$ cat src/fb_display_pkg.sv
// ------------------------------
// screen timing constants, widths
// and the fixed grey palette
// ------------------------------
`default_nettype none

package fb_display_pkg;

    // coordinate width, unsigned
    localparam int CORDW = 16;

    // horizontal timing in pixels
    localparam int H_ACTIVE = 40;  // visible
    localparam int H_TOTAL  = 52;  // incl blanking

    // vertical timing in lines
    localparam int V_ACTIVE = 30;
    localparam int V_TOTAL  = 34;

    // colour widths
    localparam int CIDXW = 4;          // colour index
    localparam int CHANW = 4;          // palette channel
    localparam int COLRW = 3 * CHANW;  // r, g, b packed
    localparam int OUTW  = 8;          // output channel

    // grey ramp, every channel follows the index
    function automatic logic [COLRW-1:0] palette_grey(input logic [CIDXW-1:0] idx);
        logic [CHANW-1:0] chan;
        chan = CHANW'(idx);
        palette_grey = {chan, chan, chan};  // r in top bits
    endfunction

endpackage

`default_nettype wire

$ cat src/pix_stream_if.sv
// ------------------------------
// pixel stream between stages
// ------------------------------
`timescale 1ns/1ps
`default_nettype none

interface pix_stream_if import fb_display_pkg::*; ();

    logic [CORDW-1:0] sx;     // screen x of this pixel
    logic [CORDW-1:0] sy;     // screen y
    logic             de;     // visible region
    logic             frame;  // first pixel of frame
    logic [CIDXW-1:0] cidx;   // colour index from line buffer

    // stage that produces the pixel
    modport source (
        output sx, sy, de, frame, cidx
    );

    // stage that consumes it
    modport sink (
        input sx, sy, de, frame, cidx
    );

endinterface

`default_nettype wire

$ cat src/clut_paint.sv
// ------------------------------
// palette lookup, paint masking
// and the registered output
// ------------------------------
`timescale 1ns/1ps
`default_nettype none

module clut_paint import fb_display_pkg::*; #(
    parameter int FB_WIDTH  = 16,
    parameter int FB_HEIGHT = 12,
    parameter int FB_SCALE  = 2
) (
    input  wire logic             clk_sys,
    input  wire logic             rst_n,
    pix_stream_if.sink            pix,
    output logic      [CORDW-1:0] out_sx,
    output logic      [CORDW-1:0] out_sy,
    output logic                  out_de,
    output logic                  out_frame,
    output logic      [OUTW-1:0]  out_r,
    output logic      [OUTW-1:0]  out_g,
    output logic      [OUTW-1:0]  out_b
);

    localparam int PAINT_W = FB_WIDTH * FB_SCALE;   // scaled image width
    localparam int PAINT_H = FB_HEIGHT * FB_SCALE;
    localparam int WIDEN   = OUTW / CHANW;          // nibble repeats

    logic [COLRW-1:0] colr_q;  // palette colour, stage 1
    logic [CORDW-1:0] sx_q, sy_q;
    logic             de_q, frame_q;
    logic             paint;   // inside scaled image and visible
    logic [CHANW-1:0] paint_r, paint_g, paint_b;

    // stage 1, palette lookup
    always_ff @(posedge clk_sys) begin
        colr_q <= palette_grey(pix.cidx);
        sx_q   <= pix.sx;
        sy_q   <= pix.sy;
        if (!rst_n) begin
            de_q    <= 1'b0;
            frame_q <= 1'b0;
        end else begin
            de_q    <= pix.de;
            frame_q <= pix.frame;
        end
    end

    always_comb begin
        paint = de_q && (sx_q < CORDW'(PAINT_W)) && (sy_q < CORDW'(PAINT_H));
        {paint_r, paint_g, paint_b} = paint ? colr_q : '0;  // black elsewhere
    end

    // stage 2, output register
    always_ff @(posedge clk_sys) begin
        out_sx <= sx_q;
        out_sy <= sy_q;
        if (!rst_n) begin
            out_de    <= 1'b0;
            out_frame <= 1'b0;
            out_r     <= '0;
            out_g     <= '0;
            out_b     <= '0;
        end else begin
            out_de    <= de_q;
            out_frame <= frame_q;
            out_r     <= {WIDEN{paint_r}};  // 4'ha becomes 8'haa
            out_g     <= {WIDEN{paint_g}};
            out_b     <= {WIDEN{paint_b}};
        end
    end

endmodule

`default_nettype wire

$ cat src/display_timing.sv
// ------------------------------
// screen position counters
// plus frame and line pulses
// ------------------------------
`timescale 1ns/1ps
`default_nettype none

module display_timing import fb_display_pkg::*; (
    input  wire logic             clk_sys,
    input  wire logic             rst_n,
    output logic      [CORDW-1:0] sx,     // horizontal position
    output logic      [CORDW-1:0] sy,     // vertical position
    output logic                  de,     // high in visible area
    output logic                  frame,  // one cycle at (0,0)
    output logic                  line    // one cycle at sx 0
);

    localparam logic [CORDW-1:0] H_LAST = CORDW'(H_TOTAL - 1);
    localparam logic [CORDW-1:0] V_LAST = CORDW'(V_TOTAL - 1);

    logic h_end;  // last pixel of line
    logic v_end;  // last line of frame

    always_comb begin
        h_end = (sx == H_LAST);
        v_end = (sy == V_LAST);
    end

    // position counters, wrap at the totals
    always_ff @(posedge clk_sys) begin
        if (!rst_n) begin
            sx <= '0;
            sy <= '0;
        end else if (h_end) begin
            sx <= '0;
            sy <= v_end ? '0 : sy + 1'b1;  // next line or back to top
        end else begin
            sx <= sx + 1'b1;
        end
    end

    // flags decoded straight from the count registers
    always_comb begin
        de    = (sx < CORDW'(H_ACTIVE)) && (sy < CORDW'(V_ACTIVE));
        line  = (sx == '0);
        frame = (sx == '0) && (sy == '0);
    end

endmodule

`default_nettype wire

$ cat src/fb_display_top.sv
// ------------------------------
// scaled framebuffer display top
// ------------------------------
`timescale 1ns/1ps
`default_nettype none

module fb_display_top import fb_display_pkg::*; #(
    parameter int FB_WIDTH  = 16,  // framebuffer columns
    parameter int FB_HEIGHT = 12,  // framebuffer rows
    parameter int FB_SCALE  = 2    // pixel repeat both ways
) (
    input  wire logic             clk_sys,
    input  wire logic             rst_n,
    input  wire logic             fb_we,      // framebuffer write strobe
    input  wire logic [CORDW-1:0] fb_x,
    input  wire logic [CORDW-1:0] fb_y,
    input  wire logic [CIDXW-1:0] fb_idx,
    output logic      [CORDW-1:0] out_sx,     // 3 cycles behind timing
    output logic      [CORDW-1:0] out_sy,
    output logic                  out_de,
    output logic                  out_frame,
    output logic      [OUTW-1:0]  out_r,
    output logic      [OUTW-1:0]  out_g,
    output logic      [OUTW-1:0]  out_b
);

    localparam int FB_ADDRW = $clog2(FB_WIDTH * FB_HEIGHT);

    logic [CORDW-1:0]    sx, sy;
    logic                de, frame, line;
    logic [FB_ADDRW-1:0] fb_rd_addr;
    logic [CIDXW-1:0]    fb_rd_idx;

    pix_stream_if pix_s ();  // line_scaler to clut_paint

    display_timing display_timing_i (
        .clk_sys, .rst_n,
        .sx, .sy, .de, .frame, .line
    );

    framebuffer_mem #(
        .FB_WIDTH(FB_WIDTH), .FB_HEIGHT(FB_HEIGHT)
    ) framebuffer_mem_i (
        .clk_sys,
        .we(fb_we), .wr_x(fb_x), .wr_y(fb_y), .wr_idx(fb_idx),
        .rd_addr(fb_rd_addr), .rd_idx(fb_rd_idx)
    );

    line_scaler #(
        .FB_WIDTH(FB_WIDTH), .FB_HEIGHT(FB_HEIGHT), .FB_SCALE(FB_SCALE)
    ) line_scaler_i (
        .clk_sys, .rst_n,
        .sx, .sy, .de, .frame, .line,
        .rd_addr(fb_rd_addr), .rd_idx(fb_rd_idx),
        .pix(pix_s.source)
    );

    clut_paint #(
        .FB_WIDTH(FB_WIDTH), .FB_HEIGHT(FB_HEIGHT), .FB_SCALE(FB_SCALE)
    ) clut_paint_i (
        .clk_sys, .rst_n,
        .pix(pix_s.sink),
        .out_sx, .out_sy, .out_de, .out_frame,
        .out_r, .out_g, .out_b
    );

endmodule

`default_nettype wire

$ cat src/framebuffer_mem.sv
// ------------------------------
// framebuffer of colour indices
// ------------------------------
`timescale 1ns/1ps
`default_nettype none

module framebuffer_mem import fb_display_pkg::*; #(
    parameter  int FB_WIDTH  = 16,
    parameter  int FB_HEIGHT = 12,
    localparam int FB_PIXELS = FB_WIDTH * FB_HEIGHT,
    localparam int FB_ADDRW  = $clog2(FB_PIXELS)
) (
    input  wire logic                clk_sys,
    input  wire logic                we,       // write strobe
    input  wire logic [CORDW-1:0]    wr_x,     // column to write
    input  wire logic [CORDW-1:0]    wr_y,     // row to write
    input  wire logic [CIDXW-1:0]    wr_idx,   // new colour index
    input  wire logic [FB_ADDRW-1:0] rd_addr,  // linear read address
    output logic      [CIDXW-1:0]    rd_idx    // one cycle after rd_addr
);

    // power-up contents all index 0
    logic [CIDXW-1:0] mem [FB_PIXELS] = '{default: '0};

    logic                wr_ok;    // target inside the buffer
    logic [FB_ADDRW-1:0] wr_addr;

    always_comb begin
        wr_ok   = (wr_x < CORDW'(FB_WIDTH)) && (wr_y < CORDW'(FB_HEIGHT));
        wr_addr = FB_ADDRW'(wr_y * FB_WIDTH + wr_x);  // row major
    end

    always_ff @(posedge clk_sys) begin
        if (we && wr_ok) begin
            mem[wr_addr] <= wr_idx;  // out of range writes dropped
        end
        rd_idx <= mem[rd_addr];
    end

endmodule

`default_nettype wire

$ cat src/line_scaler.sv
// ------------------------------
// row fetch to ping-pong buffer
// and pixel repetition
// ------------------------------
`timescale 1ns/1ps
`default_nettype none

module line_scaler import fb_display_pkg::*; #(
    parameter  int FB_WIDTH  = 16,
    parameter  int FB_HEIGHT = 12,
    parameter  int FB_SCALE  = 2,
    localparam int FB_ADDRW  = $clog2(FB_WIDTH * FB_HEIGHT)
) (
    input  wire logic                clk_sys,
    input  wire logic                rst_n,
    input  wire logic [CORDW-1:0]    sx,
    input  wire logic [CORDW-1:0]    sy,
    input  wire logic                de,
    input  wire logic                frame,
    input  wire logic                line,
    output logic      [FB_ADDRW-1:0] rd_addr,  // framebuffer read address
    input  wire logic [CIDXW-1:0]    rd_idx,   // framebuffer read data
    pix_stream_if.source             pix
);

    localparam int XW = (FB_WIDTH > 1) ? $clog2(FB_WIDTH) : 1;  // buffer column
    localparam int SW = (FB_SCALE > 1) ? $clog2(FB_SCALE) : 1;  // repeat count

    logic [CIDXW-1:0] lb_mem [2][FB_WIDTH] = '{default: '0};  // two line buffers

    logic [SW-1:0]    vsub_q, vsub_nx;  // line within a scaled row
    logic [CORDW-1:0] vrow_q, vrow_nx;  // framebuffer row of the line
    logic             fetch_go;         // start fetching for next line
    logic             fetch_act, wr_act;
    logic [XW-1:0]    fetch_cnt, wr_col;
    logic             fetch_buf;        // buffer being filled
    logic             front_sel;        // buffer on display
    logic             swap_pend;        // filled buffer waits for next line
    logic             rd_sel;
    logic [XW-1:0]    hcol_q, hcol;     // displayed buffer column
    logic [SW-1:0]    hsub_q, hsub;

    // row and sub-row of the next line, sy+1 wrapping to 0
    always_comb begin
        if (sy == CORDW'(V_TOTAL - 1)) begin
            vsub_nx = '0;
            vrow_nx = '0;
        end else if (vsub_q == SW'(FB_SCALE - 1)) begin
            vsub_nx = '0;
            vrow_nx = vrow_q + 1'b1;
        end else begin
            vsub_nx = vsub_q + 1'b1;
            vrow_nx = vrow_q;
        end
        fetch_go = line && (vsub_nx == '0) && (vrow_nx < CORDW'(FB_HEIGHT));
        rd_sel   = (line && swap_pend) ? ~front_sel : front_sel;  // swap at line start
        hcol     = line ? '0 : hcol_q;
        hsub     = line ? '0 : hsub_q;
    end

    // control state
    always_ff @(posedge clk_sys) begin
        if (!rst_n) begin
            vsub_q    <= '0;
            vrow_q    <= '0;
            fetch_act <= 1'b0;
            wr_act    <= 1'b0;
            front_sel <= 1'b0;
            swap_pend <= 1'b0;
            hcol_q    <= '0;
            hsub_q    <= '0;
        end else begin
            wr_act <= fetch_act;  // data returns a cycle later
            if (line) begin
                vsub_q    <= vsub_nx;
                vrow_q    <= vrow_nx;
                front_sel <= rd_sel;
                swap_pend <= fetch_go;
            end
            if (fetch_go) begin
                fetch_act <= 1'b1;
            end else if (fetch_act && fetch_cnt == XW'(FB_WIDTH - 1)) begin
                fetch_act <= 1'b0;  // whole row requested
            end
            // divide counter for sx / FB_SCALE, held at the last column
            if (hsub == SW'(FB_SCALE - 1)) begin
                hsub_q <= '0;
                hcol_q <= (hcol == XW'(FB_WIDTH - 1)) ? hcol : hcol + 1'b1;
            end else begin
                hsub_q <= hsub + 1'b1;
                hcol_q <= hcol;
            end
        end
    end

    // fetch address and buffer fill
    always_ff @(posedge clk_sys) begin
        wr_col <= fetch_cnt;
        if (fetch_go) begin
            fetch_cnt <= '0;
            fetch_buf <= ~rd_sel;  // the one not shown next line
            rd_addr   <= FB_ADDRW'(vrow_nx * FB_WIDTH);
        end else if (fetch_act) begin
            fetch_cnt <= fetch_cnt + 1'b1;
            rd_addr   <= rd_addr + 1'b1;
        end
        if (wr_act) begin
            lb_mem[fetch_buf][wr_col] <= rd_idx;
        end
    end

    // front buffer read, coordinates delayed to match
    always_ff @(posedge clk_sys) begin
        pix.cidx <= lb_mem[rd_sel][hcol];
        pix.sx   <= sx;
        pix.sy   <= sy;
        if (!rst_n) begin
            pix.de    <= 1'b0;
            pix.frame <= 1'b0;
        end else begin
            pix.de    <= de;
            pix.frame <= frame;
        end
    end

endmodule

`default_nettype wire

$ cat config.mk
export PLATFORM = sky130hd
export DESIGN_NAME = fb_display_top
export DESIGN_NICKNAME = d
export VERILOG_FILES = /design/src/fb_display_pkg.sv /design/src/pix_stream_if.sv /design/src/clut_paint.sv /design/src/display_timing.sv /design/src/fb_display_top.sv /design/src/framebuffer_mem.sv /design/src/line_scaler.sv
export SDC_FILE = /design/constraint.sdc
export NUM_CORES = 1
export LEC_CHECK = 0
export BUFFER_PORTS_ARGS = -buffer_cell sky130_fd_sc_hd__buf_4
export CAP_MARGIN = 5
export CORE_MARGIN = 5
export CORE_UTILIZATION = 40
export DETAILED_ROUTE_END_ITERATION = 8
export PLACE_DENSITY = 0.54
export SLEW_MARGIN = 10
export SYNTH_ARGS = -nofsm -noshare
export SYNTH_HDL_FRONTEND = slang
export SYNTH_HIERARCHICAL = 1
export SYNTH_SLANG_ARGS = --single-unit
$ cat constraint.sdc
create_clock -name clk_sys -period 9.22 [get_ports clk_sys]
set_input_delay 2.305 -clock clk_sys [delete_from_list [all_inputs] [get_ports clk_sys]]
set_output_delay 2.305 -clock clk_sys [all_outputs]
set_load 0.01 [all_outputs]
==> results of run 1 <==
## area by class of cell
class                   instances  share of cell area [%]
repair buffers                132                    2.09
inverters                      18                   0.141
well taps                    1391                    3.63
clock buffers                 128                    6.04
clock inverters                68                    1.29
multi-input cells            1183                    22.4
flip-flops and latches       1089                    64.4
## logic make-up after synthesis
| group | Yosys count |
|---|---|
| fa+ha+maj | 13 |
| mux | 303 |
| simple gates | 655 |
| buf+inv | 169 |
| xor+xnor | 36 |
| flops | 1089 |
| compound gates | 176 |
## per-layer routing
metal  GRT usage, %  up-vias
li1               -     9805
met1           23.2    11500
met2           29.0      674
met3           3.13      137
met4           4.47        0
met5              0        -
## power groups by stage
stage | clock network, mW | registers, mW | logic (mW)
floorplan | 0 | 5.62 | 1.28
global placement | 0 | 5.69 | 1.74
detailed placement | 0 | 5.70 | 1.75
CTS | 4.43 | 5.59 | 1.76
global route | 4.65 | 5.60 | 1.84
finish | 4.32 | 5.59 | 1.72
## registers in the layout, summed over array words and instances, names as in the netlist, 4 cells and up
name                      flops
line_scaler_i/wr_col          4
line_scaler_i/vrow_q         16
line_scaler_i/pix.cidx        4
clut_paint_i/colr_q           4
framebuffer_mem_i/mem       768
line_scaler_i/lb_mem        128
clut_paint_i/sx_q            16
framebuffer_mem_i/rd_idx      4
display_timing_i/sx          16
clut_paint_i/sy_q            16
line_scaler_i/pix.sx         16
clut_paint_i/out_sx          16
display_timing_i/sy          16
line_scaler_i/pix.sy         16
line_scaler_i/hcol_q          4
clut_paint_i/out_r            4
line_scaler_i/fetch_cnt       4
clut_paint_i/out_sy          16
line_scaler_i/rd_addr         8
## critical path, stage by stage
cell and delay, ns:
buf_4 0.12, nor4_1 0.26, nand4_1 0.34, nor4_1 0.67
nand3_1 0.89, nor2_1 0.63
## synthesized netlist by cell type, types with 14 or more instances
library cell,instances
edfxtp_1,901
nor2_1,284
mux4_2,226
dfxtp_1,188
nand2_1,106
clkbuf_1,71
mux2i_1,65
nand3_1,58
buf_4,42
a21oi_1,36
nor2b_1,30
nor3_1,30
o21ai_0,27
nand4_1,26
buf_2,25
xor2_1,20
inv_1,18
and3_1,17
nor4_1,16
xnor2_1,16
and2_1,14
o22ai_1,14
or3_1,14
## worst min path at each step
stage                                      endpoint  slack [ns]
finish               clut_paint_i/colr_q[7]$_DFF_P_        0.33
global route         clut_paint_i/colr_q[7]$_DFF_P_        0.33
CTS                    clut_paint_i/sy_q[4]$_DFF_P_        0.33
detailed placement   clut_paint_i/colr_q[7]$_DFF_P_        0.31
global placement    clut_paint_i/colr_q[10]$_DFF_P_        0.31
floorplan           clut_paint_i/colr_q[10]$_DFF_P_        0.31
## metrics by stage
| stage | area [µm²] | hold WS (ns) | worst slack (ns) |
|---|---|---|---|
| after floorplan | 42400 | 0.310 | 4.93 |
| after global placement | 44400 | 0.312 | 3.67 |
| after CTS | 47900 | 0.327 | 4.31 |
| after global routing | 47900 | 0.332 | 4.07 |
| after detailed placement | 44400 | 0.313 | 3.59 |
| final | 47900 | 0.326 | 4.29 |
==> impl_metrics.py, run 1 <==
metrics = {
    "clocking": {
        "clkTransAtPathRegs_ns": 0.06,
        "cts_tree": "yes",
        "hold_buffers": 0,
        "cts_root_buf": "clkbuf_16",
        "clockBufferDepth": 3,
        "clock-sinks": 1089,
        "clock_latency_ns": 0.68,
        "cts_made_buffers": 110,
        "h-tree-depth": 3,
        "post_cts_resized": 0,
        "postCtsSetupRepairBufs": 0,
    },
    "min_path": {
        "hold_class": "flip-flop to flip-flop",
        "hold_depth": 0,
        "worstHoldStart": "line_scaler_i/pix.cidx[3]$_DFF_P_",
    },
    "sta": {
        "rsz0062_at_grt": "no",
        "setup_tns_ns": 0,
        "slew_viol_final": 0,
        "setup_viol": 0,
        "period_needed_ns": 4.93,
        "hold_viol": 0,
        "fmax_ghz": 0.203,
        "period_share_pct": 53.4,
        "finClkSkew_ns": 0.0249,
        "max_slew_margin_pct": 20.4,
        "worstMarginPinSlew_ns": 1.19,
    },
    "yosys": {
        "yosysSeqAreaShare_pct": 72.7,
        "syn_area_mm2": 0.0424,
        "yosysUniqueCellTypes": 77,
        "synth_warnings": 6,
        "synth_edf_count": 901,
        "synthFlopType": "edfxtp_1",
        "synthXorXnorAreaFrac_pct": 0.743,
        "synth-compound-area-share_pct": 2.84,
        "synth-simple-area-share_pct": 7.45,
        "yosysTopAreaCellShare_pct": 63.8,
        "synth_top_cell_by_area": "edfxtp_1",
        "ys_top_cells_by_area": "edfxtp_1 (64%), mux4_2 (12%), dfxtp_1 (8.9%), nor2_1 (2.5%), mux2i_1 (1.5%)",
        "synth_adder_area_share_pct": 0.401,
        "async_flop_share_pct": 0,
        "synth.avg_cell_area_um2": 17.4,
        "syn_nets": 2493,
        "synth_top_family_by_area": "multiplexers",
        "syn_inst": 2441,
        "synth-seq-cells": 1089,
        "yosys-mux-area-fraction_pct": 13.9,
    },
    "global_routing": {
        "grt_pass1_wl_um": 147000,
        "grt_max_degree": 94,
        "overflow": 0,
        "grt_pass1_vias": 22800,
        "antenna_found_initial": 1,
        "gr-usage-all-layers_pct": 17.2,
    },
    "route": {
        "via_per_inst": 5.52,
        "num_vias": 22100,
        "wl_um": 97800,
        "top_layer_used": "met4",
        "first_pass_iters": 7,
        "drcViolationCount": 0,
        "final_antenna_net_count": 0,
        "met2_length_um": 48800,
        "wl_met3_um": 5680,
        "routedWlPerCell_um": 24.4,
        "wl_met1_um": 41100,
        "drt_iter0_markers": 1807,
    },
    "layout": {
        "antenna_cells": 0,
        "layout_commonest_cell": "edfxtp_1",
        "drive_gt1_share_pct": 21.7,
        "final-seq-area_mm2": 0.0308,
        "fin_cells": 4009,
        "area_growth_pct": 12.9,
        "final_cell_mix": "edfxtp_1 (901), nor2_1 (284), mux4_2 (226), dfxtp_1 (184), buf_4 (131)",
        "multi_input_area_mm2": 0.0107,
        "fin_nets": 2586,
        "fill_cells": 8993,
        "final_core_util_pct": 45.5,
    },
    "pwr": {
        "switching_share_pct": 24.9,
        "total_power_mw": 11.6,
        "p_leak_nw": 15.0,
        "p_comb_share_pct": 14.8,
        "peakVddDrop_uv": 161,
        "p_switching_mw": 2.89,
        "pwr-share-seq_pct": 48.1,
        "p_per_area_mw_per_mm2": 243,
        "power.internal_mw": 8.73,
        "pwr-share-clk_pct": 37.1,
    },
    "floorplan": {
        "io_pins": 97,
        "placementRows": 119,
        "core_area_mm2": 0.105,
        "dieHeight_um": 336,
        "die_x_um": 336,
        "initial_utilization_pct": 40.3,
        "die-area_mm2": 0.113,
    },
    "setup_path": {
        "arrival_ns": 5.23,
        "cp-start-kind": "input port",
        "crit_start": "fb_x[5]",
        "r2r_start": "display_timing_i/sx[6]$_SDFF_PP0_",
        "path_class": "input port to flip-flop",
        "end_kind": "flip-flop",
        "ff2ff_path_depth": 11,
        "crit_end": "framebuffer_mem_i/mem[188][2]$_DFFE_PP_",
        "reg2reg_to": "line_scaler_i/pix.cidx[1]$_DFF_P_",
        "worstPathRequired_ns": 9.52,
        "cp_max_fo": 12,
        "rrSetupSlack_ns": 4.84,
    },
    "placed_design": {
        "portBuffers": 96,
        "dpl.hpwl_um": 60900,
        "placed_cells": 3813,
        "gp_congestion": 0.817,
    },
    "outcome": {
        "status": "completed",
    },
    "job": {
        "drv_cap": 0,
    },
}
(Power assumes the default switching activity.)
==> run 2, diff against run 1 <==
==> constraint.sdc (replaced) <==
create_clock -name clk_sys -period 4.8 [get_ports clk_sys]
set_input_delay 1.2 -clock clk_sys [delete_from_list [all_inputs] [get_ports clk_sys]]
set_output_delay 1.2 -clock clk_sys [all_outputs]
set_load 0.01 [all_outputs]
==> run 2 against run 1 <==
  * Routed wire length is 2.9% higher
  * Non-clock buffer count is 37 higher
  * Power grew 96%
  * Global-route usage up 0.46 points
  * Clock skew up 0.020 ns
  * Design area rose by 1.1%
  * Worst setup slack worse by 3.2 ns
  * Count of clock-buffer cells in the layout increased by 16
  * Combinational power up 97%
  * Final cell count is 1.1% higher
  * Clock power grew 98%
  * Flip-flop and latch count unchanged
  * Critical endpoint is now line_scaler_i/pix.cidx[0]$_DFF_P_
  * Largest power group unchanged
==> impl_metrics.py, run 2 (synthesis results as in run 1) <==
metrics = {
    "outcome": {
        "status": "completed",
    },
    "sta": {
        "hold_viol": 0,
        "finClkSkew_ns": 0.0447,
        "worstMarginPinSlew_ns": 1.17,
        "slew_viol_final": 0,
        "period_share_pct": 77.9,
        "period_needed_ns": 3.74,
        "fmax_ghz": 0.268,
        "setup_tns_ns": 0,
        "rsz0062_at_grt": "no",
        "hold_slack_ns": 0.324,
        "max_slew_margin_pct": 21.8,
        "setup_viol": 0,
    },
    "pwr": {
        "pwr-share-clk_pct": 37.6,
        "p_leak_nw": 15.2,
        "p_comb_share_pct": 14.9,
        "total_power_mw": 22.8,
        "power.internal_mw": 17.1,
        "switching_share_pct": 24.8,
        "p_per_area_mw_per_mm2": 470,
        "p_switching_mw": 5.64,
        "peakVddDrop_uv": 372,
        "pwr-share-seq_pct": 47.5,
    },
    "layout": {
        "area_growth_pct": 14.2,
        "antenna_cells": 0,
        "fin_area_mm2": 0.0484,
        "reg.largest.list": "framebuffer_mem_i/mem: 768 flops, line_scaler_i/lb_mem: 128 flops",
        "largest_register_ffs": 768,
        "regMostFlops": "framebuffer_mem_i/mem",
        "fin_nets": 2623,
        "final_cell_mix": "edfxtp_1 (901), nor2_1 (284), mux4_2 (226), dfxtp_1 (184), buf_4 (156)",
        "layout_commonest_cell": "edfxtp_1",
        "drive_gt1_share_pct": 22.4,
    },
    "global_routing": {
        "antenna_found_initial": 0,
        "overflow": 0,
        "grt_pass1_wl_um": 151000,
        "grt_max_degree": 113,
        "gr-usage-all-layers_pct": 17.7,
        "grt_pass1_vias": 23100,
    },
    "route": {
        "wl_um": 101000,
        "via_per_inst": 5.54,
        "num_vias": 22500,
        "first_pass_iters": 5,
        "final_antenna_net_count": 0,
        "drt_iter0_markers": 1802,
        "drcViolationCount": 0,
        "routedWlPerCell_um": 24.8,
    },
    "clocking": {
        "clock-sinks": 1089,
        "cts_tree": "yes",
        "cts_made_buffers": 110,
        "clock_latency_ns": 0.69,
        "hold_buffers": 0,
        "cts_root_buf": "clkbuf_16",
        "h-tree-depth": 3,
        "postCtsSetupRepairBufs": 0,
        "clockBufferDepth": 3,
        "post_cts_resized": 0,
        "clkTransAtPathRegs_ns": 0.06,
    },
    "floorplan": {
        "die_x_um": 336,
        "die-area_mm2": 0.113,
        "dieHeight_um": 336,
        "core_area_mm2": 0.105,
        "io_pins": 97,
        "initial_utilization_pct": 40.3,
        "placementRows": 119,
    },
    "setup_path": {
        "crit_chain": "or4_4 -> nor4_1 -> nand3_1 -> inv_1 -> nand2_1 -> xor2_4 -> buf_12 -> mux4_2 -> mux4_2 -> mux2_2",
        "critPathMaxStageDelay_ns": 0.60,
        "path_common_cell": "mux4_2",
        "slowest_stage": "or4_4",
        "end_kind": "flip-flop",
        "rrSetupSlack_ns": 1.06,
        "worstPathRequired_ns": 5.35,
        "arrival_ns": 4.29,
        "cp-start-kind": "flip-flop",
        "path_class": "flip-flop to flip-flop",
        "cp_max_fo": 34,
        "reg2reg_to": "line_scaler_i/pix.cidx[0]$_DFF_P_",
        "ff2ff_path_depth": 10,
        "r2r_start": "display_timing_i/sx[6]$_SDFF_PP0_",
    },
    "placed_design": {
        "portBuffers": 96,
        "gp_congestion": 0.813,
        "dpl_cell_area_mm2": 0.0448,
        "dpl.hpwl_um": 63500,
    },
    "min_path": {
        "hold_class": "flip-flop to flip-flop",
        "min_to": "clut_paint_i/sx_q[3]$_DFF_P_",
        "hold_depth": 0,
        "worstHoldStart": "line_scaler_i/pix.sx[3]$_DFF_P_",
    },
    "job": {
        "drv_cap": 0,
    },
}
-- run 2: cell count changes in the layout (fill, tap and decap cells not counted), moves of 2 or more --
cell / previous run / this run
buf_4: 131 / 156
buf_12: 1 / 12
clkbuf_1: 13 / 29
clkinv_4: 4 / 2
inv_6: 2 / 4
bufinv_16: 9 / 13
clkinv_2: 30 / 18
-- run 2: stage by stage --
step	instances	util (%)	setup slack (ns)
after CTS	4052	46.0	1.03
after detailed placement	3850	42.6	0.864
final	4052	46.0	1.06
after global routing	4052	46.0	0.761
after floorplan	2441	-	1.10
after global placement	3850	42.6	0.848
-- run 2: cell type report --
| cell class | count | area, µm² |
|---|---|---|
| clock buffers | 144 | 2950 |
| multi-input cells | 1183 | 10700 |
| repair buffers | 169 | 1420 |
| fillers | 8870 | 56800 |
| inverters | 18 | 67.6 |
| well taps | 1391 | 1740 |
| clock inverters | 58 | 686 |
| flip-flops and latches | 1089 | 30800 |
-- run 2: power groups by stage --
stage,Sequential [mW],Combinational (mW),Clock [mW]
5_1_grt,10.9,3.60,9.20
6_report,10.8,3.38,8.57
4_1_cts,10.8,3.42,8.78
3_5_place_dp,11.0,3.41,0
2_1_floorplan,10.8,2.46,0
3_3_place_gp,11.0,3.41,0
-- run 2: worst max-delay path, delay by kind of cell (launching register included) --
kind	cells	cell delay, ns
XOR/XNOR	1	0.18
AND/OR/NAND/NOR	4	1.28
flip-flops	1	0.37
buffers and inverters	2	0.40
multiplexers	3	1.37
-- run 2: how the worst max path moves through the flow --
stage / start / to / slack, ns / cells past startpoint
after floorplan: display_timing_i/sx[6]$_SDFF_PP0_ / line_scaler_i/pix.cidx[0]$_DFF_P_ / 1.10 / 10
after global placement: fb_x[4] / framebuffer_mem_i/mem[32][1]$_DFFE_PP_ / 0.85 / 7
after detailed placement: fb_x[4] / framebuffer_mem_i/mem[32][1]$_DFFE_PP_ / 0.86 / 7
after CTS: display_timing_i/sx[6]$_SDFF_PP0_ / line_scaler_i/pix.cidx[0]$_DFF_P_ / 1.03 / 10
after global routing: display_timing_i/sx[6]$_SDFF_PP0_ / line_scaler_i/pix.cidx[1]$_DFF_P_ / 0.76 / 9
final: display_timing_i/sx[6]$_SDFF_PP0_ / line_scaler_i/pix.cidx[0]$_DFF_P_ / 1.06 / 10
-- run 2: routing by layer --
layer  vias up  global-route usage (%)  wire length (µm)
met5         -                       0                 0
met4         0                    4.17              2150
met3       127                    2.51              5000
met2       640                    30.1             50600
met1     11800                    24.2             42900
li1       9865                       -                 -
==> run 3, diff against run 2 <==
--- a/config.mk
+++ b/config.mk
@@ -5,12 +5,13 @@
 export SDC_FILE = /design/constraint.sdc
 export NUM_CORES = 1
 export LEC_CHECK = 0
+export ABC_AREA = 1
 export BUFFER_PORTS_ARGS = -buffer_cell sky130_fd_sc_hd__buf_4
 export CAP_MARGIN = 5
 export CORE_MARGIN = 5
 export CORE_UTILIZATION = 40
 export DETAILED_ROUTE_END_ITERATION = 8
-export PLACE_DENSITY = 0.54
+export PLACE_DENSITY = 0.56
 export SLEW_MARGIN = 10
 export SYNTH_ARGS = -nofsm -noshare
 export SYNTH_HDL_FRONTEND = slang
==> constraint.sdc (replaced) <==
create_clock -name clk_sys -period 3.2 [get_ports clk_sys]
set_input_delay 0.8 -clock clk_sys [delete_from_list [all_inputs] [get_ports clk_sys]]
set_output_delay 0.8 -clock clk_sys [all_outputs]
set_load 0.01 [all_outputs]
==> run 3 against run 2 <==
  * Routed wire length increased by 9.5%
  * Synthesized cell count increased by 69%
  * First-iteration DRC count increased by 37%
  * Design area increased by 6.1%
  * Core utilization increased by 0.34 points
  * Clock power increased by 58%
  * Critical path depth increased by 1
  * Non-clock buffer count increased by 79
  * Largest power group unchanged
  * Sequential share of layout area decreased by 3.6 points
  * Flip-flop and latch count unchanged
==> impl_metrics.py, run 3 <==
metrics = {
    "route": {
        "routedWlPerCell_um": 18.9,
        "wl_um": 110000,
        "drcViolationCount": 0,
        "first_pass_iters": 5,
        "drt_iter0_markers": 2466,
        "num_vias": 29600,
        "via_per_inst": 5.09,
        "final_antenna_net_count": 0,
    },
    "yosys": {
        "synth-seq-cells": 1089,
        "synth_warnings": 6,
        "yosysTopAreaCellShare_pct": 60.5,
        "synth_most_common_cell": "nand2_1",
        "synth.avg_cell_area_um2": 10.9,
        "syn_inst": 4122,
        "synthFlopType": "edfxtp_1",
        "yosysSeqAreaShare_pct": 68.9,
        "syn_nets": 4174,
        "yosys-top-cells-count": "nand2_1 (1,125), edfxtp_1 (901), nand3_1 (716)",
        "synth_top_cell_by_area": "edfxtp_1",
        "yosysUniqueCellTypes": 52,
        "synth_edf_count": 901,
        "syn_area_mm2": 0.0447,
        "async_flop_share_pct": 0,
        "ys_top_cells_by_area": "edfxtp_1 (60%), nand2_1 (9.4%), dfxtp_1 (8.4%), nand3_1 (8.0%), nor2_1 (2.8%)",
    },
    "layout": {
        "final_core_util_pct": 46.4,
        "antenna_cells": 0,
        "fin_area_mm2": 0.0514,
        "drive_gt1_share_pct": 11.7,
        "reg.largest.list": "framebuffer_mem_i/mem: 768 flops, line_scaler_i/lb_mem: 128 flops",
        "largest_register_ffs": 768,
        "fin_cells": 5818,
        "final_cell_mix": "nand2_1 (1,125), edfxtp_1 (901), nand3_1 (716), nor2_1 (332), buf_4 (210)",
        "area_growth_pct": 14.8,
        "layout_commonest_cell": "nand2_1",
        "fin_nets": 4285,
        "regMostFlops": "framebuffer_mem_i/mem",
    },
    "clocking": {
        "h-tree-depth": 3,
        "clock_latency_ns": 0.72,
        "cts_root_buf": "clkbuf_16",
        "clockBufferDepth": 3,
        "cts_tree": "yes",
        "clock-sinks": 1089,
        "postCtsSetupRepairBufs": 0,
        "hold_buffers": 0,
        "clkTransAtPathRegs_ns": 0.06,
        "post_cts_resized": 0,
        "cts_made_buffers": 111,
    },
    "global_routing": {
        "grt_pass1_wl_um": 169000,
        "overflow": 0,
        "gr-usage-all-layers_pct": 18.5,
        "grt_pass1_vias": 28900,
        "antenna_found_initial": 0,
        "grt_max_degree": 204,
    },
    "pwr": {
        "p_leak_nw": 18.7,
        "peakVddDrop_uv": 753,
        "p_per_area_mw_per_mm2": 717,
        "total_power_mw": 36.9,
    },
    "placed_design": {
        "dpl_cell_area_mm2": 0.0475,
        "gp_congestion": 0.808,
        "pre_cts_slack_ns": 0.0183,
        "placed_cells": 5608,
        "dpl.hpwl_um": 67900,
        "portBuffers": 96,
    },
    "sta": {
        "rsz0062_at_grt": "no",
        "fmax_ghz": 0.380,
        "max_slew_margin_pct": 27.5,
        "worstMarginPinSlew_ns": 1.09,
        "period_needed_ns": 2.63,
        "setup_tns_ns": 0,
        "worst_slack_ns": 0.566,
        "setup_viol": 0,
        "finClkSkew_ns": 0.0383,
        "hold_slack_ns": 0.322,
        "slew_viol_final": 0,
        "hold_viol": 0,
        "period_share_pct": 82.3,
    },
    "setup_path": {
        "arrival_ns": 3.24,
        "worstPathRequired_ns": 3.80,
        "cp-start-kind": "flip-flop",
        "end_kind": "flip-flop",
        "path_class": "flip-flop to flip-flop",
        "critPathMaxStageDelay_ns": 0.55,
        "cp_max_fo": 203,
        "slowest_stage": "buf_12",
        "path_common_cell": "nand3_1",
        "crit_chain": "buf_12 -> nand2_1 -> nand3_1 -> nand3_1 -> nand3_1 -> nand3_1 -> nand2_1 -> nand2_1 -> nand3_1 -> nand3_1 -> nand2_1",
        "ff2ff_path_depth": 11,
    },
    "floorplan": {
        "dieHeight_um": 344,
        "core_area_mm2": 0.111,
        "initial_utilization_pct": 40.4,
        "placementRows": 122,
        "io_pins": 97,
        "die-area_mm2": 0.119,
        "die_x_um": 344,
    },
    "min_path": {
        "hold_depth": 0,
        "hold_class": "flip-flop to flip-flop",
    },
    "job": {
        "drv_cap": 0,
    },
    "outcome": {
        "status": "completed",
    },
}
## run 3: cell types whose count changed in the layout (fill, tap and decap cells not counted), moves of 15 or more
| cell | previous run | this run |
|---|---|---|
| a21oi_1 | 36 | 126 |
| and3_1 | 17 | 0 |
| buf_12 | 12 | 34 |
| buf_4 | 156 | 210 |
| inv_1 | 18 | 192 |
| mux2i_1 | 65 | 2 |
| mux4_2 | 226 | 0 |
| nand2_1 | 106 | 1125 |
| nand3_1 | 58 | 716 |
| nand3_2 | 0 | 15 |
| nor2_1 | 284 | 332 |
| nor2b_1 | 29 | 0 |
| o211ai_1 | 2 | 35 |
| o31ai_1 | 4 | 24 |
## run 3: worst paths after layout
path | slack (ns) | to | startpoint
hold / removal | 0.32 | clut_paint_i/sy_q[4]$_DFF_P_ | line_scaler_i/pix.sy[4]$_DFF_P_
setup / recovery | 0.57 | framebuffer_mem_i/rd_idx[0]$_DFF_P_ | line_scaler_i/rd_addr[0]$_SDFFE_PP0P_
setup reg to reg | 0.57 | framebuffer_mem_i/rd_idx[0]$_DFF_P_ | line_scaler_i/rd_addr[0]$_SDFFE_PP0P_
hold reg to reg | 0.32 | clut_paint_i/sy_q[4]$_DFF_P_ | line_scaler_i/pix.sy[4]$_DFF_P_
## run 3: cells by family after synthesis
logic type                 synth area share [%]
muxes                                    0.0447
AOI/OAI and AO/OA                          3.35
xor gates and xnor gates                  0.310
buffers and inverters                      4.90
adders and majority gates                 0.380
DFF                                        68.9
and+or+nand+nor                            22.1
## run 3: layout make-up
cell class / count / area (µm²)
clock buffers: 139 / 3010
multi-input cells: 2581 / 11700
inverters: 202 / 778
flip-flops and latches: 1089 / 30800
repair buffers: 248 / 2300
well taps: 1488 / 1860
clock inverters: 71 / 856
fillers: 10300 / 59400
## run 3: worst max-delay path, delay by kind of cell, from the launching register on
kind                   cells  cell delay [ns]
AND/OR/NAND/NOR           10             1.32
buffers and inverters      1             0.55
flip-flops                 1             0.42
## run 3: power by group
group | leakage, nW | switching (mW) | internal [mW]
Combinational | 7.21 | 5.30 | 2.14
Clock | 1.90 | 5.42 | 8.05
Sequential | 9.63 | 0.212 | 15.7
Total | 18.7 | 10.9 | 25.9
## run 3: per-layer routing
metal | GRT usage [%] | vias to the layer above | routed length (µm)
li1 | - | 14400 | -
met4 | 4.53 | 0 | 2500
met2 | 31.6 | 867 | 53200
met5 | 0 | - | 0
met3 | 3.23 | 168 | 6830
met1 | 24.8 | 14200 | 47600
